===== src/hw/dbg_pkg.sv =====
package dbg_pkg;

    // command codes carry the ascii value of the command letter
    typedef enum logic [7:0] {
        CMD_NONE = 8'h00,
        CMD_D    = 8'h44
    } cmd_e;

    // memory dump sequencer states
    typedef enum logic [2:0] {
        INIT      = 3'h0,
        SCAN      = 3'h1,
        PRINT_INF = 3'h2,
        PRINT_MAO = 3'h3,
        PRINTA    = 3'h4,
        DATA      = 3'h5,
        PRINTD    = 3'h6,
        FINISH    = 3'h7
    } dump_state_e;

    // parsed address from the host command line
    typedef struct packed {
        logic [31:0] addr;
        logic        no_addr;
    } rx_addr_t;

    // print request towards the transmit formatter
    typedef struct packed {
        logic        is_word;
        logic [31:0] data;
    } tx_req_t;

endpackage


===== src/hw/dbg_rx_parser.sv =====
`timescale 1ns/1ns

module dbg_rx_parser (
    input  logic              clk,
    input  logic              rstn,
    input  logic              rx_valid,
    input  logic [7:0]        rx_char,
    input  logic              req_rx,
    input  logic              finish,
    output dbg_pkg::cmd_e     sel_mode,
    output logic              sel_active,
    output logic              ack_rx,
    output dbg_pkg::rx_addr_t rx_addr
);

    typedef enum logic [1:0] {
        P_IDLE,
        P_COLLECT,
        P_HOLD,
        P_WAIT
    } parse_state_e;

    parse_state_e state;
    logic [31:0]  acc;
    logic         got_digit;
    logic [7:0]   char_uc;
    logic         is_hex;
    logic [3:0]   hex_val;

    // fold lower case letters onto upper case
    assign char_uc = (rx_char >= 8'h61 && rx_char <= 8'h7a) ? rx_char - 8'h20 : rx_char;

    always_comb begin
        is_hex  = 1'b1;
        hex_val = 4'h0;
        if (char_uc >= 8'h30 && char_uc <= 8'h39)
            hex_val = char_uc[3:0];
        else if (char_uc >= 8'h41 && char_uc <= 8'h46)
            hex_val = char_uc[3:0] + 4'd9;
        else
            is_hex = 1'b0;
    end

    always_ff @(posedge clk or negedge rstn) begin
        if (!rstn) begin
            state     <= P_IDLE;
            sel_mode  <= dbg_pkg::CMD_NONE;
            ack_rx    <= 1'b0;
            acc       <= '0;
            got_digit <= 1'b0;
        end else begin
            ack_rx <= 1'b0;
            if (finish) begin
                state    <= P_IDLE;
                sel_mode <= dbg_pkg::CMD_NONE;
            end else begin
                case (state)
                    P_IDLE: begin
                        // only the dump letter opens a command
                        if (rx_valid && char_uc == dbg_pkg::CMD_D) begin
                            sel_mode  <= dbg_pkg::CMD_D;
                            acc       <= '0;
                            got_digit <= 1'b0;
                            state     <= P_COLLECT;
                        end
                    end
                    P_COLLECT: begin
                        if (rx_valid) begin
                            if (rx_char == 8'h0d) begin
                                if (req_rx) begin
                                    ack_rx <= 1'b1;
                                    state  <= P_WAIT;
                                end else begin
                                    state <= P_HOLD;
                                end
                            end else if (is_hex) begin
                                acc       <= {acc[27:0], hex_val};
                                got_digit <= 1'b1;
                            end
                            // spaces and stray characters fall through
                        end
                    end
                    P_HOLD: begin
                        // line complete, dump unit not asking yet
                        if (req_rx) begin
                            ack_rx <= 1'b1;
                            state  <= P_WAIT;
                        end
                    end
                    default: begin
                        // delivered, wait for finish
                        state <= P_WAIT;
                    end
                endcase
            end
        end
    end

    assign sel_active      = (sel_mode != dbg_pkg::CMD_NONE);
    assign rx_addr.addr    = acc;
    assign rx_addr.no_addr = ~got_digit;

endmodule


===== config.mk =====
export PLATFORM = sky130hd
export DESIGN_NAME = dbg_rx_parser
export DESIGN_NICKNAME = d
export VERILOG_FILES = /design/src/hw/dbg_pkg.sv /design/src/hw/dbg_rx_parser.sv
export SDC_FILE = /design/constraint.sdc
export NUM_CORES = 1
export LEC_CHECK = 0
export ABC_AREA = 1
export BUFFER_PORTS_ARGS = -buffer_cell sky130_fd_sc_hd__buf_2
export CORE_ASPECT_RATIO = 1.2
export CORE_MARGIN = 2
export CORE_UTILIZATION = 59
export CTS_BUF_LIST = sky130_fd_sc_hd__clkbuf_8
export DETAILED_ROUTE_END_ITERATION = 8
export PLACE_DENSITY = 0.88
export SETUP_SLACK_MARGIN = 0.1
export SYNTH_ARGS = -nofsm -noshare
export SYNTH_HDL_FRONTEND = slang
export SYNTH_SLANG_ARGS = --single-unit

===== constraint.sdc =====
create_clock -name clk -period 3 [get_ports clk]
set_input_delay 0.45 -clock clk [delete_from_list [all_inputs] [get_ports clk]]
set_output_delay 0.45 -clock clk [all_outputs]
set_load 0.005 [all_outputs]

==> run summary <==
hold buffer count at cts - 0
CP startpoint kind - primary input
VDD IR max - 0.2114 mV
area of the multi-input gates - 924.6 um^2
Root Driver - clkbuf_8
Final min period - 2482 ps
CP Data Required Time - 3200 ps
status - finished, violations left
Fin. Hold Viols - 0
crit share post-route - 82.73%
Fillers - 280
crit-path cells - buf_2 -> inv_1 -> ha_1 -> inv_1 -> nor2_1 -> nand3_2 -> nand4_1 -> nand2_2 -> nor2_2 -> nand4_1 -> a21oi_2 -> nand3_4 -> o21ai_0
Synth Area in Compound Gates - 16.49%
CTS Buf Count - 5
largest family of logic cells by synthesized area - simple AND/OR/NAND/NOR gates
vias in the first global route - 1563
I/O pin cnt - 56
worst hold path class - primary input to async pin
synthesis-to-finish area growth - 13.92%
XOR/XNOR Fraction of Synth Area - 0%
Worst Path Arrival - 2680 ps
DRT antenna net count - 0
first-pass GRT wire length - 6.630 mm
initial antenna violation count - 0
most frequent cells in the layout - nand2_1 (61), buf_2 (49), inv_1 (48)
starting DRC count in detailed routing - 112
critical path type - primary input to flop
PD cells - 577.4 nW/um^2
Seq/Total Area, Yosys - 43.27%
Final Cell Area - 2437 um^2
I/O Buffers - 49
DRT Wirelength - 3.972 mm
largest net degree at the start of global routing - 38
max incr delay on CP - 440 ps
failing checks - design-rule violations
Overall Global Routing Usage - 20.97%
core region area - 3396 um^2
clock skew - 4.105 ps
sw frac - 33.15%
most common cell after layout, fill and taps aside - nand2_1
PostCTS Resize Cnt - 0
layout net count - 320
Max clock buf depth - 2
DIE AREA - 4126 um^2
Internal - 0.0009407 W
CTS sink count - 37
Die Wd - 58.97 um
achievable frequency - 0.4029 GHz
Setup violations, final - 0
dpl cell area - 2333 um^2
slowest CP cell - nand3_4
Synth Area in Adders - 5.263%
mux cell area share after synthesis - 0%
Max Cap Violations - 0
clk_lat worst skew - 290 ps
CP Capture Type - flop
H-tree levels - 2
Starting Density - 63.01%
post-synthesis cell count - 251
Flop pwr share - 42.7%
Fin Setup TNS - 0 ps
Worst-path clk slew - 60 ps
mapped cell area - 2140 um^2
DR DRC count - 6
Leak - 1.282 nW
DP Wirelength - 2.884 mm
CP Max Fanout - 33
routed len/inst - 11.86 um
Synthesis Warnings - 0
DRT Pass-1 Iters - 6
RSZ-0062 raised after global routing - false
Rows - 23
ant diodes - 0
register area - 925.9 um^2
Synth Area per Inst - 8.524 um^2
Setup Fix Bufs, Post-CTS - 0
Final Max Tran Viols - 0
Via density - 5.009
TritonCTS clock tree - yes
share of layout cells above drive strength 1 - 34.56%
clock share of power - 28.9%
Via Count - 1678
Synth Register Bits - 37
Worst slew margin - 46.18%
P_sw - 0.0004665 W
combinational fraction of design power - 28.4%
Worst Max-Slew Pin Slew - 807.3 ps
GRT overflow - 0
Post-Synth Simple-Gate Area - 20.41%
count of different cell masters after synthesis - 27
Placer Congestion - 0.8457
Vert. Die Dim - 69.97 um
-- critical path: cells and delay by family --
kind | cells | cell delay, ps
buffers and inverters | 3 | 310
adders and majority gates | 1 | 180
and+or+nand+nor | 7 | 1160
AOI/OAI and AO/OA | 2 | 560
-- per-layer routing --
metal	vias up	wire [um]	part of all wire (%)	track usage, %
li1	856	-	-	-
met1	773	1597	40	22.61
met2	41	2085	52	37.16
met3	8	186	4.7	5.000
met4	0	102	2.6	9.848
met5	-	0	0	0
-- area by class of cell --
| class | count | area share (%) |
|---|---|---|
| Clock buffer | 5 | 2.823 |
| Inverter | 51 | 7.854 |
| Sequential cell | 37 | 37.99 |
| Timing Repair Buffer | 49 | 10.06 |
| Multi-Input combinational cell | 154 | 37.94 |
| Tap cell | 37 | 1.899 |
| Clock inverter | 2 | 1.437 |
-- cell usage after synthesis, drive strengths merged --
library cell  count  area share, %
nand4             4            1.2
conb              1           0.18
clkinv            1           0.18
inv              50            8.8
dfrtp            37             43
buf              14            5.4
a21oi             4            1.3
nor2              8            1.6
o21ai            37             14
o211ai            1           0.35
nand2            67             12
nor4              1           0.29
o311ai            1           0.41
nand3            11            3.9
o2111a            1           0.53
ha                9            5.3
nor3              3           0.70
or2               1           0.29
-- final timing paths --
| kind | cells after the start | from | endpoint | slack (ps) |
|---|---|---|---|---|
| max | 13 | rx_char[0] | acc[28] | 520 |
| max in group asynchronous | 1 | rstn | acc[20] | 2250 |
| max reg2reg | 9 | state[1] | acc[15] | 870 |
| min reg2reg | 2 | acc[30] | acc[30] | 480 |
| min in group clk | 2 | finish | sel_mode[2] | 340 |
| min | 1 | rstn | acc[25] | 250 |
-- sequential cells by signal, summed over array words and instances, names as in the netlist --
name and count:
acc 32, state 2, ack_rx 1, got_digit 1
sel_mode 1
-- cell families (layout without fill, tap and decap cells) --
logic type	Yosys count	count (layout)
AO/OA/AOI/OAI	44	44
adder cells (fa/ha/maj)	9	9
buffers and inverters	65	107
flip-flops	37	37
other	1	6
AND/OR/NAND/NOR	95	95
-- power by group through the flow --
stage               Clock [W]  Combinational (W)  Sequential, W
finish               0.000407           0.000400       0.000600
global route         0.000437           0.000454       0.000608
CTS                  0.000416           0.000405       0.000601
detailed placement          0           0.000399       0.000610
global placement            0           0.000390       0.000608
floorplan                   0           0.000298       0.000608
-- stage by stage --
step	power (W)	std cells	hold WS [ps]	util (%)	setup WS (ps)
6_report	0.001407	335	247.2	71.78	518.2
5_1_grt	0.001499	335	325.3	71.78	179.2
4_1_cts	0.001421	335	268.6	71.78	514.0
3_5_place_dp	0.001010	328	464.4	68.72	192.2
3_3_place_gp	0.0009986	328	455.5	68.72	314.3
2_1_floorplan	0.0009060	256	154.4	-	858.3
Power figures use the tool's default switching activity.
