$ cat src/hw/dbg_pkg.sv
package dbg_pkg;

    // command codes carry the ascii value of the command letter
    typedef enum logic [7:0] {
        CMD_NONE = 8'h00,
        CMD_D    = 8'h44
    } cmd_e;

    // memory dump sequencer states
    typedef enum logic [2:0] {
        INIT      = 3'h0,
        SCAN      = 3'h1,
        PRINT_INF = 3'h2,
        PRINT_MAO = 3'h3,
        PRINTA    = 3'h4,
        DATA      = 3'h5,
        PRINTD    = 3'h6,
        FINISH    = 3'h7
    } dump_state_e;

    // parsed address from the host command line
    typedef struct packed {
        logic [31:0] addr;
        logic        no_addr;
    } rx_addr_t;

    // print request towards the transmit formatter
    typedef struct packed {
        logic        is_word;
        logic [31:0] data;
    } tx_req_t;

endpackage

$ cat src/hw/dbg_tx_formatter.sv
`timescale 1ns/1ns

module dbg_tx_formatter (
    input  logic             clk,
    input  logic             rstn,
    input  logic             req_tx,
    input  dbg_pkg::tx_req_t tx_req,
    output logic             ack_tx,
    output logic             tx_valid,
    output logic [7:0]       tx_char,
    input  logic             tx_ready
);

    typedef enum logic [1:0] {
        F_IDLE,
        F_SEND,
        F_REST
    } fmt_state_e;

    fmt_state_e  state;
    logic [31:0] shift_q;
    logic        is_word_q;
    logic [2:0]  nib_cnt;
    logic [3:0]  nib;
    logic        last_char;

    // top nibble is the next digit, msb first
    assign nib       = shift_q[31:28];
    assign last_char = !is_word_q || (nib_cnt == 3'd7);

    assign tx_valid = (state == F_SEND);
    // pulse with the last accepted character of the request
    assign ack_tx   = (state == F_SEND) && tx_ready && last_char;

    always_comb begin
        if (!is_word_q)
            tx_char = shift_q[7:0];
        else if (nib < 4'd10)
            tx_char = 8'h30 + {4'h0, nib};
        else
            tx_char = 8'h37 + {4'h0, nib};
    end

    always_ff @(posedge clk or negedge rstn) begin
        if (!rstn) begin
            state     <= F_IDLE;
            shift_q   <= '0;
            is_word_q <= 1'b0;
            nib_cnt   <= '0;
        end else begin
            case (state)
                F_IDLE: begin
                    if (req_tx) begin
                        shift_q   <= tx_req.data;
                        is_word_q <= tx_req.is_word;
                        nib_cnt   <= '0;
                        state     <= F_SEND;
                    end
                end
                F_SEND: begin
                    // character holds until the host takes it
                    if (tx_ready) begin
                        if (last_char) begin
                            state <= F_REST;
                        end else begin
                            shift_q <= {shift_q[27:0], 4'h0};
                            nib_cnt <= nib_cnt + 3'd1;
                        end
                    end
                end
                default: begin
                    // request is being withdrawn this cycle
                    state <= F_IDLE;
                end
            endcase
        end
    end

endmodule

$ cat config.mk
export PLATFORM = sky130hd
export DESIGN_NAME = dbg_tx_formatter
export DESIGN_NICKNAME = d
export VERILOG_FILES = /design/src/hw/dbg_pkg.sv /design/src/hw/dbg_tx_formatter.sv
export SDC_FILE = /design/constraint.sdc
export NUM_CORES = 1
export LEC_CHECK = 0
export ABC_AREA = 1
export BUFFER_PORTS_ARGS = -buffer_cell sky130_fd_sc_hd__buf_2
export CORE_ASPECT_RATIO = 0.8
export CORE_MARGIN = 5
export CORE_UTILIZATION = 45
export DETAILED_ROUTE_END_ITERATION = 8
export PLACE_DENSITY = 0.71
export SYNTH_ARGS = -nofsm -noshare
export SYNTH_HDL_FRONTEND = slang
export SYNTH_SLANG_ARGS = --single-unit
$ cat constraint.sdc
create_clock -name clk -period 1.4 [get_ports clk]
set_input_delay 0.42 -clock clk [delete_from_list [all_inputs] [get_ports clk]]
set_output_delay 0.42 -clock clk [all_outputs]
set_load 0.05 [all_outputs]
==> implementation parameters, run 1 <==
Parameter                              Value

Worst setup path
  Number of gates on the worst path with buffers counted ... 7
  Critical path class ... reg -> out
  Critical path endpoint ... ack_tx
  Critical path origin ... nib_cnt[1]
  Data arrival time of the worst path ... between 1 and 1.5 ns
  Kind of launch point of the worst setup path ... flop
  Type of element capturing the critical path ... output pin
  Worst path max stage delay ... 0.39 ns
  Maximum fanout count along the critical path ... 2
  Library cell appearing most often on the critical path ... nand2_4
  Crit Reg-Reg Startpoint ... nib_cnt[1]
  Destination of the worst register-to-register timing path ... nib_cnt[0]
  CP delay by family, top ... flip-flops
  Ordered cell list for the critical path ... ha_2, ha_4, inv_4, nand2_4, nand2_4, nor2_4, buf_8
  Slowest cell on crit path ... dfrtp_1
  Number of buffer and inverter stages on the critical path ... 2
  Cell depth of the worst flop-to-flop path ... 11
  Flop-to-flop setup slack ... -0.42 ns
  Worst EP required ... 0.98 ns

GRT
  Pin count of the biggest net entering global routing ... 39
  Total GRT Usage ... around 22%
  Global-route wire length before repair ... approximately 11000 µm
  Number of antenna violations at the first check in global routing ... 0
  Total grt overflow ... 0
  Via count of the first global-routing pass ... about 2400

Synth
  Post-synthesis cell count ... 319
  Most frequent cells after synthesis ... nand2_1 (178), nand3_1 (39), dfrtp_1 (38)
  Most common flop cell mapped by yosys ... dfrtp_1
  Synthesized flop and latch total ... 38
  Yosys warnings ... 0
  Fraction of post-synthesis cell area in the top cell type by area ... about 44%
  Distinct cell type count of the synthesized netlist ... 19
  Mean Syn Cell Area ... around 6.8 µm²
  Count of flip-flops with a built-in enable after synthesis ... 0
  Cell with the most instances after synthesis ... nand2_1
  Share of synthesized registers carrying an async set or reset ... 100%
  Synth top area cells ... dfrtp_1 (44%), nand2_1 (31%), nand3_1 (9.0%)
  Sequential share of the synthesized area ... a little over two fifths
  Synth Net Count ... roughly 360
  Mapped cell area ... 2170 µm²
  Cell type with the highest aggregate area in the netlist ... dfrtp_1

Timing
  Worst-case setup margin in the final layout ... -0.466 ns
  Post-Route Skew ... 0.0128 ns
  Pin slew with the least headroom to its limit ... 0.283 ns
  Final period util ... 133%
  Finish-stage setup viols ... between 40 and 50
  Shortest period the worst path allows ... between 1.5 and 2 ns
  Maximum clock frequency ... 536 MHz
  Final Hold Fails ... 0
  RSZ-0062 raised after global routing ... true
  Slew HR ... roughly 80%
  Final slew viol count ... 0

Detailed routing
  Remaining number of nets flagged by the antenna check after routing ... 0
  Average wire per cell in the routed design ... between 10 and 15 µm
  Detailed-route wire length ... approximately 7000 µm
  Vias per cell ... slightly above 5
  Pre-antenna DRT Iters ... 4
  Post-detailed-route DRC marker count ... 0
  Number of design-rule violations left by the first detailed-router iteration ... approximately 140
  Vias post-DR ... ~2400

Pwr
  Part of the total power dissipated in sequential elements ... 20.6%
  Static Leak ... approximately 1.9 nW
  Total power consumption of the routed design ... ~9.5 mW
  Switching share of power ... slightly below 50%
  Internal power summed over all cells ... slightly below 5 mW
  Pwr per Cell Area ... 2760 nW/µm²
  Clock share of power ... 8.6%
  Max IR drop VDD ... ~1500 µV
  Switch Pwr ... about 4.5 mW
  Share of power burned in combinational logic ... between 70 and 80%

Clock tree
  H-tree level count ... 2
  Clock slew at reported path FFs ... 0.08 ns
  Maximum number of buffers from clock root to sink ... 2
  Number of sinks handled by clock tree synthesis ... 38
  Root cell of the clock tree ... clkbuf_8
  Insertion delay of the later-clocked pin in the worst-skew pair ... between 0.3 and 0.4 ns
  CTS tree ... yes
  Count of hold-fix buffers inserted at cts ... 0
  Total clock buffers created by CTS ... 5

Placed design
  Post-DP Area ... 2710 µm²
  Input/output buffers ... 46
  Final GP Congestion ... between 0.8 and 0.9
  Cells after DPL ... 438
  HPWL after DPL ... between 4000 and 5000 µm

Floorplanning
  Boundary pin count ... 47
  Floorplan core area ... around 4600 µm²
  Standard-cell row count ... 22
  Chip Width ... 87.7 µm
  Initial Util ... roughly 47%
  Total Die Area ... approximately 6300 µm²
  Die Y ... just over 70 µm

Cells and area
  Fill cell instance count of the final layout ... between 300 and 400
  Final Core Density ... between 70% and 80%
  Number of antenna cells inserted ... 0
  Register area ... 951 µm²
  Non-filler cells, final ... around 460
  Area used by multi-input combinational logic ... about 1400 µm²
  Layout cells sized above 1 ... 47.0%
  Final design area excluding fillers ... 3430 µm²
  Number of nets in the layout ... approximately 440
  Area added between synthesis and finish ... 57.9%

Flow run
  Number of maximum-capacitance constraint violations ... 0

Run status
  Run status ... complete, but fails checks
  Violated checks ... negative setup slack

Min path
  Class of the most critical hold timing path ... in -> async
area by class of cell:
cell class                      count  share of cell area (%)
Timing Repair Buffer               90                    23.9
Multi-Input combinational cell    246                    41.2
Clock buffer                        6                    2.41
Clock inverter                      2                   0.365
Sequential cell                    38                    27.7
Inverter                           20                    2.26
Tap cell                           60                    2.19
kinds of logic (layout without fill, tap and decap cells):
| kind of cell | count (synthesis) | in the layout | synth area share [%] |
|---|---|---|---|
| fa+ha+maj | 3 | 3 | 1.73 |
| flops | 38 | 38 | 43.8 |
| compound gates | 8 | 8 | 2.48 |
| simple gates | 235 | 235 | 43.5 |
| buf+inv | 35 | 118 | 8.47 |
state kept, by name, summed over array words and instances (netlist names):
signal and flops:
shift_q 32, state 2, nib_cnt 3, is_word_q 1
through the flow:
| step | hold slack [ns] | TNS, ns | setup slack [ns] |
|---|---|---|---|
| after floorplan | 0.124 | -5.60 | -0.210 |
| after global placement | 0.404 | -7.29 | -0.227 |
| after detailed placement | 0.401 | -8.47 | -0.253 |
| after CTS | 0.0775 | -15.69 | -0.436 |
| after global routing | 0.0792 | -19.37 | -0.519 |
| final | 0.0624 | -16.56 | -0.466 |
cells in the final DEF (no fill, tap or decap):
| cell type | instances |
|---|---|
| ha_4 | 2 |
| nor2_1 | 12 |
| clkinvlp_4 | 1 |
| buf_8 | 6 |
| buf_12 | 7 |
| buf_16 | 2 |
| inv_1 | 11 |
| o211ai_1 | 1 |
| nand3_2 | 5 |
| or2_4 | 1 |
| a21oi_1 | 3 |
| inv_2 | 8 |
| o21ai_4 | 1 |
| nor2_4 | 3 |
| nand2_2 | 43 |
| clkbuf_8 | 6 |
| a21oi_4 | 2 |
| ha_2 | 1 |
| nand2_4 | 22 |
| nand2_1 | 115 |
| buf_6 | 16 |
| nand3_4 | 1 |
| nand3_1 | 33 |
| clkinv_2 | 1 |
| o21ai_2 | 1 |
| dfrtp_1 | 38 |
| inv_4 | 1 |
| buf_2 | 36 |
| buf_4 | 23 |
power groups by stage:
stage	clock network, mW	logic [mW]	registers (mW)
2_1_floorplan	0	3.28	1.82
4_1_cts	0.817	5.88	1.83
3_5_place_dp	0	4.53	1.83
5_1_grt	0.871	7.21	2.00
6_report	0.816	6.70	1.95
3_3_place_gp	0	4.43	1.82
per-layer routing:
layer / share of wire [%] / global-route usage (%) / vias up
met5: 0 / 0 / -
met4: 2.2 / 7.50 / 0
met3: 6.5 / 4.09 / 17
met2: 49 / 35.3 / 88
met1: 42 / 29.4 / 1118
li1: - / - / 1147
what timing repair did:
| action | 4_1_cts | 5_1_grt |
|---|---|---|
| pin swaps | 20 | 19 |
| resized for setup | 53 | 84 |
| buffers inserted | 9 | 7 |
| gates cloned | 5 | 0 |
| setup endpoints to repair | 45 | 45 |
how the worst min path moves through the flow:
stage	startpoint	end	cells past startpoint
3_3_place_gp	rstn	shift_q[10]	2
5_1_grt	rstn	shift_q[7]	2
2_1_floorplan	rstn	is_word_q	0
6_report	rstn	shift_q[10]	2
4_1_cts	rstn	shift_q[7]	2
3_5_place_dp	rstn	shift_q[7]	2
No activity file was read; power rests on OpenSTA's default activity.
==> run 2, diff against run 1 <==
CORE_UTILIZATION = 30   (was 45)
PLACE_DENSITY = default   (was 0.71)
==> implementation parameters, run 2 (synthesis results as in run 1) <==
Parameter                              Value

Run status
  Run status ... complete, but fails checks
  Violated checks ... negative setup slack

Worst setup path
  Worst EP required ... slightly below 1 ns
  Type of element capturing the critical path ... output pin
  Kind of launch point of the worst setup path ... flop
  Critical path class ... reg -> out
  Data arrival time of the worst path ... 1.43 ns
  Maximum fanout count along the critical path ... 2

Floorplanning
  Boundary pin count ... 47
  Die Y ... 86.1 µm
  Initial Util ... roughly 31%
  Chip Width ... approximately 110 µm
  Standard-cell row count ... 27
  Total Die Area ... about 9100 µm²
  Floorplan core area ... 6960 µm²

Detailed routing
  Remaining number of nets flagged by the antenna check after routing ... 0
  Average wire per cell in the routed design ... roughly 15 µm
  Post-detailed-route DRC marker count ... 0
  Vias per cell ... ~5
  Number of design-rule violations left by the first detailed-router iteration ... 171
  Detailed-route wire length ... ~7500 µm
  Pre-antenna DRT Iters ... 4
  Vias post-DR ... about 2400

GRT
  Total grt overflow ... 0
  Global-route wire length before repair ... approximately 12000 µm
  Pin count of the biggest net entering global routing ... 39
  Via count of the first global-routing pass ... approximately 2500
  Total GRT Usage ... about 17%
  Number of antenna violations at the first check in global routing ... 0

Placed design
  Input/output buffers ... 46
  Cells after DPL ... approximately 460
  Final GP Congestion ... ~0.84
  HPWL after DPL ... 4050 µm

Timing
  Worst-case setup margin in the final layout ... -0.454 ns
  Shortest period the worst path allows ... around 1.9 ns
  Final slew viol count ... 0
  Final Hold Fails ... 0
  Post-Route Skew ... about 0.012 ns
  Pin slew with the least headroom to its limit ... roughly 0.4 ns
  Maximum clock frequency ... about 540 MHz
  Slew HR ... 74.0%
  RSZ-0062 raised after global routing ... true
  Finish-stage setup viols ... between 40 and 50
  Final period util ... 132%

Cells and area
  Layout cells sized above 1 ... between 40% and 50%
  Most frequent standard cell in the layout excluding fill and tap cells ... nand2_1
  Area used by multi-input combinational logic ... between 1000 and 1500 µm²
  Register area ... about 950 µm²
  Final Core Density ... about half
  Area added between synthesis and finish ... 59.3%
  Number of nets in the layout ... 440
  Commonest cells after routing, fill and taps aside ... nand2_1 (124), nand2_2 (43), dfrtp_1 (37), buf_2 (36), nand3_1 (33)
  Registers with the most flip-flops ... shift_q (32), nib_cnt (3), state (2)
  Register bank with the most flops ... shift_q
  Non-filler cells, final ... between 400 and 500
  Fill cell instance count of the final layout ... 659
  Largest register FFs ... 32
  Number of antenna cells inserted ... 0

Clock tree
  Count of hold-fix buffers inserted at cts ... 0
  Root cell of the clock tree ... clkbuf_8
  CTS tree ... yes
  H-tree level count ... 2
  Maximum number of buffers from clock root to sink ... 2
  Clock slew at reported path FFs ... ~0.080 ns
  Total clock buffers created by CTS ... 5
  Number of sinks handled by clock tree synthesis ... 38
  Insertion delay of the later-clocked pin in the worst-skew pair ... 0.30 ns

Pwr
  Total power consumption of the routed design ... roughly 9.6 mW
  Pwr per Cell Area ... between 2000 and 3000 nW/µm²
  Max IR drop VDD ... between 900 and 1000 µV
  Static Leak ... between 1.5 and 2 nW

Flow run
  Number of maximum-capacitance constraint violations ... 0

Min path
  Class of the most critical hold timing path ... in -> async
## run 2: power by group
group	total [mW]	internal (mW)	switching (mW)	leakage [nW]
registers	1.96	1.56	0.403	0.485
clock network	0.811	0.398	0.413	0.0482
logic	6.81	2.85	3.96	1.33
total	9.58	4.81	4.78	1.86
## run 2: final cells by class
cell class	count	share of cell area (%)
inverters	20	2.39
repair buffers	83	21.5
clock inverters	1	0.145
well taps	87	3.15
clock buffers	7	2.49
multi-input cells	252	42.8
flip-flops and latches	38	27.5
## run 2: routing by layer
layer	vias to the layer above	global-route usage, %	share of wire [%]
li1	1167	-	-
met1	1132	22.7	45
met2	62	28.2	48
met3	10	3.99	5.8
met4	0	5.34	1.7
met5	-	0	0
## run 2: what timing repair did
action	in CTS	in global routing
gates resized for setup	72	56
endpoints found under the setup margin	45	45
cloned	11	1
setup buffers	15	0
pin swaps	35	24
## run 2: per-stage QoR
stage                     worst slack [ns]  setup TNS (ns)  area, µm²  hold WS, ns
final                               -0.454          -16.96       3460       0.0770
after global routing                -0.529          -20.50       3460       0.0837
after CTS                           -0.438          -16.92       3410       0.0954
after detailed placement            -0.282          -10.08       2680        0.408
after global placement              -0.255           -9.43       2680        0.406
after floorplan                     -0.210           -5.60       2270        0.124
## run 2: final timing paths
path                             start          end  slack (ns)  depth (start not counted)
min                               rstn  shift_q[19]        0.08                          2
max                        shift_q[28]   tx_char[2]       -0.45                          7
min reg2reg                shift_q[26]  shift_q[26]        0.49                          2
max reg2reg                 nib_cnt[1]  shift_q[18]       -0.41                         11
min in group clk            tx_req[32]    is_word_q        0.38                          3
max in group asynchronous         rstn    is_word_q        1.12                          2
## run 2: worst max-delay path, cell delays in order (launching register included)
cell and delay (ns):
dfrtp_1 0.37, inv_2 0.07, ha_4 0.16, or2_4 0.22, nand3_2 0.06, nand2_2 0.06
nand2_4 0.06, buf_8 0.14
