[config.mk]
export PLATFORM = sky130hd
export DESIGN_NAME = dbg_dump_unit
export DESIGN_NICKNAME = d
export VERILOG_FILES = /design/src/hw/dbg_pkg.sv /design/src/hw/dbg_dump_unit.sv
export SDC_FILE = /design/constraint.sdc
export NUM_CORES = 1
export LEC_CHECK = 0
export ABC_AREA = 1
export BUFFER_PORTS_ARGS = -buffer_cell sky130_fd_sc_hd__buf_4
export CAP_MARGIN = 10
export CORE_ASPECT_RATIO = 0.5
export CORE_UTILIZATION = 30
export DETAILED_ROUTE_END_ITERATION = 12
export GPL_ROUTABILITY_DRIVEN = 0
export GPL_TIMING_DRIVEN = 1
export PLACE_DENSITY = 0.62
export SYNTH_ARGS = -nofsm -noshare
export SYNTH_HDL_FRONTEND = slang
export SYNTH_SLANG_ARGS = --single-unit
export TNS_END_PERCENT = 10
[constraint.sdc]
create_clock -name clk -period 4.95 [get_ports clk]
set_clock_uncertainty 0.15 [all_clocks]
set_input_delay 0.495 -clock clk [delete_from_list [all_inputs] [get_ports clk]]
set_output_delay 0.495 -clock clk [all_outputs]
set_load 0.02 [all_outputs]
[src/hw/dbg_pkg.sv]
package dbg_pkg;

    // command codes carry the ascii value of the command letter
    typedef enum logic [7:0] {
        CMD_NONE = 8'h00,
        CMD_D    = 8'h44
    } cmd_e;

    // memory dump sequencer states
    typedef enum logic [2:0] {
        INIT      = 3'h0,
        SCAN      = 3'h1,
        PRINT_INF = 3'h2,
        PRINT_MAO = 3'h3,
        PRINTA    = 3'h4,
        DATA      = 3'h5,
        PRINTD    = 3'h6,
        FINISH    = 3'h7
    } dump_state_e;

    // parsed address from the host command line
    typedef struct packed {
        logic [31:0] addr;
        logic        no_addr;
    } rx_addr_t;

    // print request towards the transmit formatter
    typedef struct packed {
        logic        is_word;
        logic [31:0] data;
    } tx_req_t;

endpackage

[src/hw/dbg_dump_unit.sv]
`timescale 1ns/1ns

module dbg_dump_unit #(
    parameter int DUMP_WORDS = 8
) (
    input  logic              clk,
    input  logic              rstn,
    input  dbg_pkg::cmd_e     sel_mode,
    output logic              req_rx,
    input  logic              ack_rx,
    input  dbg_pkg::rx_addr_t rx_addr,
    output logic              finish,
    output logic [31:0]       addr_d,
    input  logic [31:0]       mem_rdata,
    output logic              req_tx,
    output dbg_pkg::tx_req_t  tx_req,
    input  logic              ack_tx
);

    localparam int CW = (DUMP_WORDS > 1) ? $clog2(DUMP_WORDS) : 1;

    localparam logic [31:0] CH_D     = 32'h44;
    localparam logic [31:0] CH_DASH  = 32'h2d;
    localparam logic [31:0] CH_COLON = 32'h3a;
    localparam logic [31:0] CH_CR    = 32'h0d;
    localparam logic [31:0] CH_LF    = 32'h0a;

    dbg_pkg::dump_state_e state;
    dbg_pkg::dump_state_e next_state;

    logic [31:0]   cur_addr;
    logic [31:0]   last_addr;
    logic          count_info;
    logic          count_finish;
    logic [CW-1:0] count_data;
    logic          active;

    assign active = (sel_mode == dbg_pkg::CMD_D);
    assign addr_d = cur_addr;

    // next state and the print request of each state
    always_comb begin
        next_state     = state;
        tx_req.is_word = 1'b0;
        tx_req.data    = '0;
        case (state)
            dbg_pkg::INIT: begin
                // hold off while the previous finish is still seen
                if (!finish)
                    next_state = dbg_pkg::SCAN;
            end
            dbg_pkg::SCAN: begin
                if (ack_rx)
                    next_state = dbg_pkg::PRINT_INF;
            end
            dbg_pkg::PRINT_INF: begin
                tx_req.data = count_info ? CH_DASH : CH_D;
                if (ack_tx && count_info)
                    next_state = dbg_pkg::PRINTA;
            end
            dbg_pkg::PRINTA: begin
                tx_req.is_word = 1'b1;
                tx_req.data    = cur_addr;
                if (ack_tx)
                    next_state = dbg_pkg::PRINT_MAO;
            end
            dbg_pkg::PRINT_MAO: begin
                tx_req.data = CH_COLON;
                if (ack_tx)
                    next_state = dbg_pkg::DATA;
            end
            dbg_pkg::DATA: begin
                next_state = dbg_pkg::PRINTD;
            end
            dbg_pkg::PRINTD: begin
                tx_req.is_word = 1'b1;
                tx_req.data    = mem_rdata;
                // counter wraps to zero after the last word
                if (ack_tx)
                    next_state = (count_data != '0) ? dbg_pkg::DATA : dbg_pkg::FINISH;
            end
            dbg_pkg::FINISH: begin
                tx_req.data = count_finish ? CH_LF : CH_CR;
                if (ack_tx && count_finish)
                    next_state = dbg_pkg::INIT;
            end
            default: begin
                next_state = dbg_pkg::INIT;
            end
        endcase
    end

    always_ff @(posedge clk or negedge rstn) begin
        if (!rstn) begin
            state        <= dbg_pkg::INIT;
            req_rx       <= 1'b0;
            req_tx       <= 1'b0;
            finish       <= 1'b0;
            count_info   <= 1'b0;
            count_finish <= 1'b0;
            count_data   <= '0;
            cur_addr     <= '0;
            last_addr    <= '0;
        end else if (!active) begin
            // command dropped, abandon whatever was in flight
            state        <= dbg_pkg::INIT;
            req_rx       <= 1'b0;
            req_tx       <= 1'b0;
            finish       <= 1'b0;
            count_info   <= 1'b0;
            count_finish <= 1'b0;
            count_data   <= '0;
        end else begin
            state <= next_state;
            case (state)
                dbg_pkg::INIT: begin
                    finish       <= 1'b0;
                    req_rx       <= 1'b0;
                    req_tx       <= 1'b0;
                    count_info   <= 1'b0;
                    count_finish <= 1'b0;
                    count_data   <= '0;
                end
                dbg_pkg::SCAN: begin
                    if (ack_rx) begin
                        req_rx   <= 1'b0;
                        cur_addr <= rx_addr.no_addr ? last_addr : rx_addr.addr;
                    end else begin
                        req_rx <= 1'b1;
                    end
                end
                dbg_pkg::PRINT_INF: begin
                    req_tx <= !ack_tx;
                    if (ack_tx)
                        count_info <= !count_info;
                end
                dbg_pkg::DATA: begin
                    // first word sits at the start address
                    count_data <= count_data + 1'b1;
                    if (count_data != '0)
                        cur_addr <= cur_addr + 32'd1;
                end
                dbg_pkg::FINISH: begin
                    last_addr <= cur_addr;
                    req_tx    <= !ack_tx;
                    if (ack_tx) begin
                        count_finish <= !count_finish;
                        if (count_finish)
                            finish <= 1'b1;
                    end
                end
                default: begin
                    // PRINTA, PRINT_MAO and PRINTD
                    req_tx <= !ack_tx;
                end
            endcase
        end
    end

endmodule

==> results of run 1 <==
logic make-up after synthesis:
| kind of cell | count (synthesis) | share of synthesized area |
|---|---|---|
| flops | 75 | 0.371 |
| mux | 30 | 0.0623 |
| compound gates | 129 | 0.135 |
| simple gates | 398 | 0.324 |
| xor+xnor | 9 | 0.0156 |
| buf+inv | 103 | 0.0853 |
| fa+ha+maj | 3 | 0.00742 |
sequential cells by signal (all words and copies together) (netlist names):
register	count
count_finish	1
req_rx	1
state	3
req_tx	1
last_addr	32
count_data	3
count_info	1
finish	1
addr_d	32
synth_stat cells, types with 6 or more instances:
cell,instances
sky130_fd_sc_hd__buf_2,12
sky130_fd_sc_hd__mux2_2,12
sky130_fd_sc_hd__nor2_1,101
sky130_fd_sc_hd__o21ai_1,6
sky130_fd_sc_hd__buf_4,6
sky130_fd_sc_hd__xor2_1,9
sky130_fd_sc_hd__inv_1,67
sky130_fd_sc_hd__o21ai_0,85
sky130_fd_sc_hd__nand3_1,39
sky130_fd_sc_hd__nor2_2,6
sky130_fd_sc_hd__mux2i_1,18
sky130_fd_sc_hd__clkbuf_1,9
sky130_fd_sc_hd__dfrtp_1,75
sky130_fd_sc_hd__a21oi_1,26
sky130_fd_sc_hd__inv_2,8
sky130_fd_sc_hd__nand2_1,238
metal layers:
| metal | part of all wire | wire length (um) | up-vias | global-route usage |
|---|---|---|---|---|
| li1 | - | - | 2650 | - |
| met1 | 0.47 | 7610 | 2522 | 0.262 |
| met2 | 0.47 | 7520 | 149 | 0.320 |
| met3 | 0.055 | 892 | 12 | 0.0388 |
| met4 | 0.0087 | 141 | 0 | 0.0410 |
| met5 | 0 | 0 | - | 0 |
stage by stage:
step / cells / total power [mW]
final: 1107 / 1.52
after global routing: 1107 / 1.58
after CTS: 1107 / 1.54
after detailed placement: 1092 / 0.722
after global placement: 1092 / 0.722
after floorplan: 747 / 0.657
where the power goes:
group	leakage (nW)	internal, mW	switching [mW]	total, mW
sequential	1.01	0.614	0.000710	0.614
combinational	2.12	0.0534	0.0420	0.0954
clock	0.179	0.554	0.260	0.813
total	3.31	1.22	0.302	1.52
layout make-up:
type / instances / area (um2)
Tap cell: 227 / 284
Inverter: 75 / 282
Multi-Input combinational cell: 569 / 2760
Timing Repair Buffer: 146 / 1100
Sequential cell: 75 / 1880
Fill cell: 1775 / 9770
Clock buffer: 10 / 239
Clock inverter: 5 / 125
final timing paths:
| kind | startpoint | end | slack [ps] | cells after the start |
|---|---|---|---|---|
| max | state[0] | tx_req[2] | 2020 | 7 |
| min | rstn | last_addr[23] | 180 | 1 |
| max reg2reg | state[1] | addr_d[2] | 2640 | 8 |
| min reg2reg | last_addr[13] | last_addr[13] | 330 | 2 |
| max in group asynchronous | rstn | addr_d[8] | 3820 | 1 |
| min in group clk | ack_tx | req_tx | 220 | 2 |
critical path: stages, from the launching register on:
cell	delay, ps
sky130_fd_sc_hd__dfrtp_1	430
sky130_fd_sc_hd__inv_1	90
sky130_fd_sc_hd__nand2_1	120
sky130_fd_sc_hd__nor2_2	420
sky130_fd_sc_hd__buf_4	410
sky130_fd_sc_hd__a221oi_1	140
sky130_fd_sc_hd__o21ai_0	130
sky130_fd_sc_hd__buf_4	190
==> Implementation_results.wiki, run 1 <==
{| class="wikitable"
! Metric !! Value
|-
| Antenna diode count || 0
|-
| EDFF count, synth || 0
|-
| Final count of negative-setup-slack endpoints || 0
|-
| Startpoint types || register
|-
| Area delta synth->final || 31.7%
|-
| Vias/cell || 4.82
|-
| Number of buffer cells added on primary ports || 144
|-
| Final period utilization || 0.591
|-
| Status || finished clean
|-
| Hold Vio Cnt, Final || 0
|-
| Count of H-tree levels built during CTS || 3
|-
| Cell Area, Synth || 5060 um2
|-
| Maximum number of pins on one net before global-route repair || 76
|-
| Maximum root-to-sink buffer count || 2
|-
| Biggest area contributors in the synthesized netlist || sky130_fd_sc_hd__dfrtp_1 37%, sky130_fd_sc_hd__nand2_1 18%, sky130_fd_sc_hd__o21ai_0 8.4%, sky130_fd_sc_hd__nor2_1 7.5%, sky130_fd_sc_hd__inv_1 5.0%
|-
| Average instance area after synthesis || 6.77 um2
|-
| Post-CTS setup buffer count || 0
|-
| Post-detailed-route count of antenna-violating nets || 0
|-
| Worst min-delay path class || input pin to async pin
|-
| Antenna violations before repair || 0
|-
| Number of detailed-routing iterations run before antenna repair || 5
|-
| Worst slew margin relative to its limit || 0.292
|-
| Synth Net Count || 827
|-
| Worst Setup Slack, final || 2020 ps
|-
| Clock tree from TritonCTS || done
|-
| Critical path capture point type || output port
|-
| Yosys Warn Count || 0
|-
| Pre-CTS setup slack || 2350 ps
|-
| Required @ worst endpoint || 4300 ps
|-
| Slew at the pin with the worst max-slew slack || 1060 ps
|-
| Via count || 5333
|-
| Cells after synthesis || 747
|-
| Static leakage || 3.31 nW
|-
| Area post-placement || 6300 um2
|-
| RSZ-0062 raised after global routing || no
|-
| Final WL || 16200 um
|-
| Number of global-route vias before repair || 4960
|-
| Total of hold buffers inserted after clock tree synthesis || 0
|-
| Number of flip-flops and latches in the synthesized netlist || 75
|-
| CTS buffer count || 9
|-
| Fraction of layout cells with a size suffix above 1 || 0.226
|-
| Cell area after layout || 6660 um2
|-
| Number of top-level pins || 145
|-
| Die Span Y || 93.8 um
|-
| Critical Path AT || 2280 ps
|-
| Fraction of synthesized cell area taken by the top area cell type || 0.371
|-
| Part of the Yosys area used for sequential elements || 0.371
|-
| Reg clk slew, reported paths || 60 ps
|-
| Final routed DRC violation total || 0
|-
| CTS sink cnt || 75
|-
| Routed wirelength normalized by instance count || 14.6 um
|-
| Number of gates resized after cts || 0
|-
| Cell at the root of the clock tree || sky130_fd_sc_hd__clkbuf_16
|-
| # nets final || 956
|-
| Core area || 16400 um2
|-
| Global-route wire length before repair || 26200 um
|-
| Worst VDD drop || 0.143 mV
|-
| Tmin final || 2930 ps
|-
| Startpoint-to-endpoint class of the critical path || register to output port
|-
| Leading cell type in the layout, fill and taps excluded || sky130_fd_sc_hd__nand2_1
|-
| Pins over their slew limit || 0
|-
| Power Density || 229 nW/um2
|-
| Starting Density || 0.308
|-
| Final design utilization || 0.405
|-
| Maximum clock rate || 342 MHz
|-
| Floorplan row count || 33
|-
| Floorplan die area || 17400 um2
|-
| CP Max Fanout || 23
|-
| Clock latency of the later-clocked register in the worst-skew pair || 340 ps
|-
| Detailed Place HPWL || 11700 um
|-
| Count of cell types in the netlist || 37
|-
| Count of routing violations after the opening detailed-route iteration || 430
|-
| Cell type with the highest aggregate area in the netlist || sky130_fd_sc_hd__dfrtp_1
|-
| Asr flop ratio synth || 1.00
|-
| Global route overflow || 0
|-
| Max-capacitance violation count || 0
|-
| Die extent in x || 186 um
|-
| Smallest hold slack || 185 ps
|-
| Main flop type after synthesis || sky130_fd_sc_hd__dfrtp_1
|-
| GRT Resource Usage Total || 0.194
|-
| Commonest cells after routing, fill and taps aside || 238 x sky130_fd_sc_hd__nand2_1, 146 x sky130_fd_sc_hd__buf_4, 100 x sky130_fd_sc_hd__nor2_1
|-
| Final setup TNS || 0 ps
|}
Note: power is estimated with default switching activity, not from simulation.
==> run 2: changes to the inputs <==
- ABC_AREA: 1 -> 0
- clock period: 4.95 -> 2.76 ns (I/O delays scaled with it)
==> run 2 against run 1 <==
Compared with the run above:
- synthesized cell count fell by 28%
- final area fell by 0.26%
- first-iteration DRC count rose by 0.93%
- critical endpoint is now tx_req[5]
- largest power group unchanged
==> Implementation_results.wiki, run 2 <==
{| class="wikitable"
! Metric !! Value
|-
| Maximum number of pins on one net before global-route repair || 43 (-43%)
|-
| Global-route wire length before repair || 24500 um (-6.5%)
|-
| Part of the Yosys area used for sequential elements || 0.378 (+0.00739)
|-
| Count of H-tree levels built during CTS || 3 (unchanged)
|-
| Clock tree from TritonCTS || done
|-
| Post-Layout Cell Count || 904 (-18%)
|-
| Worst VDD drop || 0.239 mV (+67%)
|-
| Fraction of synthesized cell area taken by the top area cell type || 0.378 (+0.00739)
|-
| Cell with the largest stage delay on the worst path || sky130_fd_sc_hd__dfrtp_1
|-
| Required @ worst endpoint || 2330 ps (-1970 ps)
|-
| Worst Setup Slack, final || 328 ps (-1700 ps)
|-
| Critical Path Max Stage Delay || 490 ps (+60 ps)
|-
| Antenna violations before repair || 0 (unchanged)
|-
| Startpoint types || register
|-
| Floorplan row count || 32 (-3.0%)
|-
| Critical Path AT || 2010 ps (-270 ps)
|-
| Die Span Y || 92.9 um (-0.96%)
|-
| Count of routing violations after the opening detailed-route iteration || 434 (+0.93%)
|-
| Average instance area after synthesis || 9.20 um2 (+36%)
|-
| Final routed DRC violation total || 0 (unchanged)
|-
| Top-count cell post-synth || sky130_fd_sc_hd__dfrtp_1
|-
| Number of top-level pins || 145 (unchanged)
|-
| Pins over their slew limit || 0 (unchanged)
|-
| EDFF count, synth || 0 (unchanged)
|-
| Number of global-route vias before repair || 4491 (-9.5%)
|-
| Critical path capture point type || output port
|-
| Number of flip-flops and latches in the synthesized netlist || 75 (unchanged)
|-
| Core area || 15800 um2 (-4.0%)
|-
| # nets final || 759 (-21%)
|-
| Worst min-delay path class || input pin to register
|-
| Fraction of layout cells with a size suffix above 1 || 0.363 (+0.137)
|-
| CP Max Fanout || 31 (+35%)
|-
| Static leakage || 3.01 nW (-9.1%)
|-
| Worst slew margin relative to its limit || 0.384 (+0.0923)
|-
| Reg clk slew, reported paths || 60 ps (about the same)
|-
| Tmin final || 2430 ps
|-
| Cell Chain, Critical Path || buf_4, inv_1, nand2_1, buf_4, o22ai_1, buf_4
|-
| Asr flop ratio synth || 1.00 (unchanged)
|-
| Main flop type after synthesis || sky130_fd_sc_hd__dfrtp_1
|-
| CTS buffer count || 9 (unchanged)
|-
| Vias/cell || 5.35 (+11%)
|-
| Final design utilization || 0.421 (+0.0158)
|-
| Slew at the pin with the worst max-slew slack || 924 ps (-135 ps)
|-
| GRT Resource Usage Total || 0.183 (-0.0110)
|-
| Startpoint-to-endpoint class of the critical path || register to output port
|-
| Global route overflow || 0 (unchanged)
|-
| Buf+Inv Stages, Crit Path || 4 (+1)
|-
| Cell at the root of the clock tree || sky130_fd_sc_hd__clkbuf_16
|-
| Cell type with the highest aggregate area in the netlist || sky130_fd_sc_hd__dfrtp_1
|-
| Pre-CTS setup slack || 458 ps (-1900 ps)
|-
| Final period utilization || 0.881
|-
| Final count of negative-setup-slack endpoints || 0 (unchanged)
|-
| Number of placed instances with taps included || 888 (-19%)
|-
| Die extent in x || 184 um (-0.97%)
|-
| CTS sink cnt || 75 (unchanged)
|-
| Cells after synthesis || 539 (-28%)
|-
| Number of buffer cells added on primary ports || 144 (unchanged)
|-
| Cell family with most CP delay || buffers and inverters
|-
| Most used cell along the critical path || sky130_fd_sc_hd__buf_4
|-
| Area delta synth->final || 33.9%
|-
| Clock latency of the later-clocked register in the worst-skew pair || 340 ps (about the same)
|-
| Hold Vio Cnt, Final || 0 (unchanged)
|-
| Maximum root-to-sink buffer count || 2 (unchanged)
|-
| Antenna diode count || 0 (unchanged)
|-
| Count of cell types in the netlist || 66 (+78%)
|-
| Final setup TNS || 0 ps (unchanged)
|-
| Status || finished clean
|-
| Number of detailed-routing iterations run before antenna repair || 5 (unchanged)
|-
| Maximum clock rate || 411 MHz
|-
| Synth Net Count || 619 (-25%)
|-
| Starting Density || 0.314 (+0.00658)
|-
| Leading cell type in the layout, fill and taps excluded || sky130_fd_sc_hd__buf_4
|-
| Via count || 4835 (-9.3%)
|-
| Commonest cells after routing, fill and taps aside || 172 x sky130_fd_sc_hd__buf_4, 74 x sky130_fd_sc_hd__dfrtp_1, 56 x sky130_fd_sc_hd__mux2i_1
|-
| Final WL || 15800 um (-2.5%)
|-
| Yosys Warn Count || 0 (unchanged)
|-
| Post-detailed-route count of antenna-violating nets || 0 (unchanged)
|-
| Floorplan die area || 17100 um2 (-1.9%)
|-
| Biggest area contributors in the synthesized netlist || sky130_fd_sc_hd__dfrtp_1 38%, sky130_fd_sc_hd__mux2i_1 11%, sky130_fd_sc_hd__mux2_2 8.2%, sky130_fd_sc_hd__a21oi_1 4.6%, sky130_fd_sc_hd__o21ai_0 3.5%
|-
| Cell Area, Synth || 4960 um2 (-2.0%)
|-
| Post-CTS setup buffer count || 0 (unchanged)
|-
| Max-capacitance violation count || 0 (unchanged)
|-
| Power Density || 371 nW/um2 (+62%)
|-
| Detailed Place HPWL || 11300 um (-3.7%)
|-
| RSZ-0062 raised after global routing || no
|-
| Overall power || 2.46 mW (+62%)
|-
| Synth top cells by count || 75 x sky130_fd_sc_hd__dfrtp_1, 56 x sky130_fd_sc_hd__mux2i_1, 46 x sky130_fd_sc_hd__a21oi_1, 46 x sky130_fd_sc_hd__nor2_1, 37 x sky130_fd_sc_hd__nand2_1
|-
| Routed wirelength normalized by instance count || 17.4 um (+19%)
|}
-- run 2: kinds of logic after synthesis --
logic type                 synth area share
and+or+nand+nor                       0.189
AOI/OAI and AO/OA                     0.182
muxes                                 0.195
DFF                                   0.378
buffers and inverters                0.0487
adders and majority gates           0.00757
-- run 2: timing repair --
item                                    CTS  global route
endpoints found under the setup margin    0             0
hold buffers                              1             0
endpoints found under the hold margin    40             0
resized for setup                         0             0
-- run 2: routing by layer --
layer | share of wire | vias up | global-route usage
met1 | 0.47 | 2402 | 0.261
met5 | 0 | - | 0
met4 | 0.0058 | 0 | 0.0410
met2 | 0.47 | 146 | 0.285
li1 | - | 2279 | -
met3 | 0.056 | 8 | 0.0330
-- run 2: worst register-to-register path, stage by stage, from the launching register on --
cell and delay (ps):
sky130_fd_sc_hd__dfrtp_1 360, sky130_fd_sc_hd__ha_1 260, sky130_fd_sc_hd__nand2_1 150, sky130_fd_sc_hd__or4_1 600, sky130_fd_sc_hd__o41ai_1 390, sky130_fd_sc_hd__a21oi_1 120
sky130_fd_sc_hd__a21oi_1 150
-- run 2: cell type report --
cell class,instances,area [um2]
clock buffer,11,243
clock inverter,4,51.3
fill,1596,9130
inverter,12,45.0
multi-input combinational,408,2850
sequential,75,1880
tap,221,277
timing repair buffer,173,1300
-- run 2: power breakdown --
| group | leakage (nW) | internal [mW] | switching, mW | total, mW |
|---|---|---|---|---|
| sequential | 1.04 | 1.10 | 0.00115 | 1.10 |
| clock | 0.142 | 0.720 | 0.466 | 1.19 |
| combinational | 1.83 | 0.101 | 0.0737 | 0.175 |
| total | 3.01 | 1.92 | 0.541 | 2.46 |
-- run 2: path summary, 6_finish.rpt --
| check | start | end | slack [ps] | cells after the start |
|---|---|---|---|---|
| max | state[0] | tx_req[5] | 330 | 6 |
| min | rx_addr[27] | addr_d[26] | 110 | 3 |
| max reg2reg | addr_d[1] | addr_d[28] | 500 | 6 |
| min reg2reg | last_addr[16] | last_addr[16] | 330 | 2 |
| max in group asynchronous | rstn | addr_d[19] | 1450 | 3 |
| min in group asynchronous | rstn | last_addr[12] | 330 | 2 |
-- run 2: stage by stage --
step,cell area (um2),hold slack [ps]
floorplan,4960,-170
global placement,6340,162
detailed placement,6340,162
CTS,6640,110
global route,6640,131
finish,6640,109
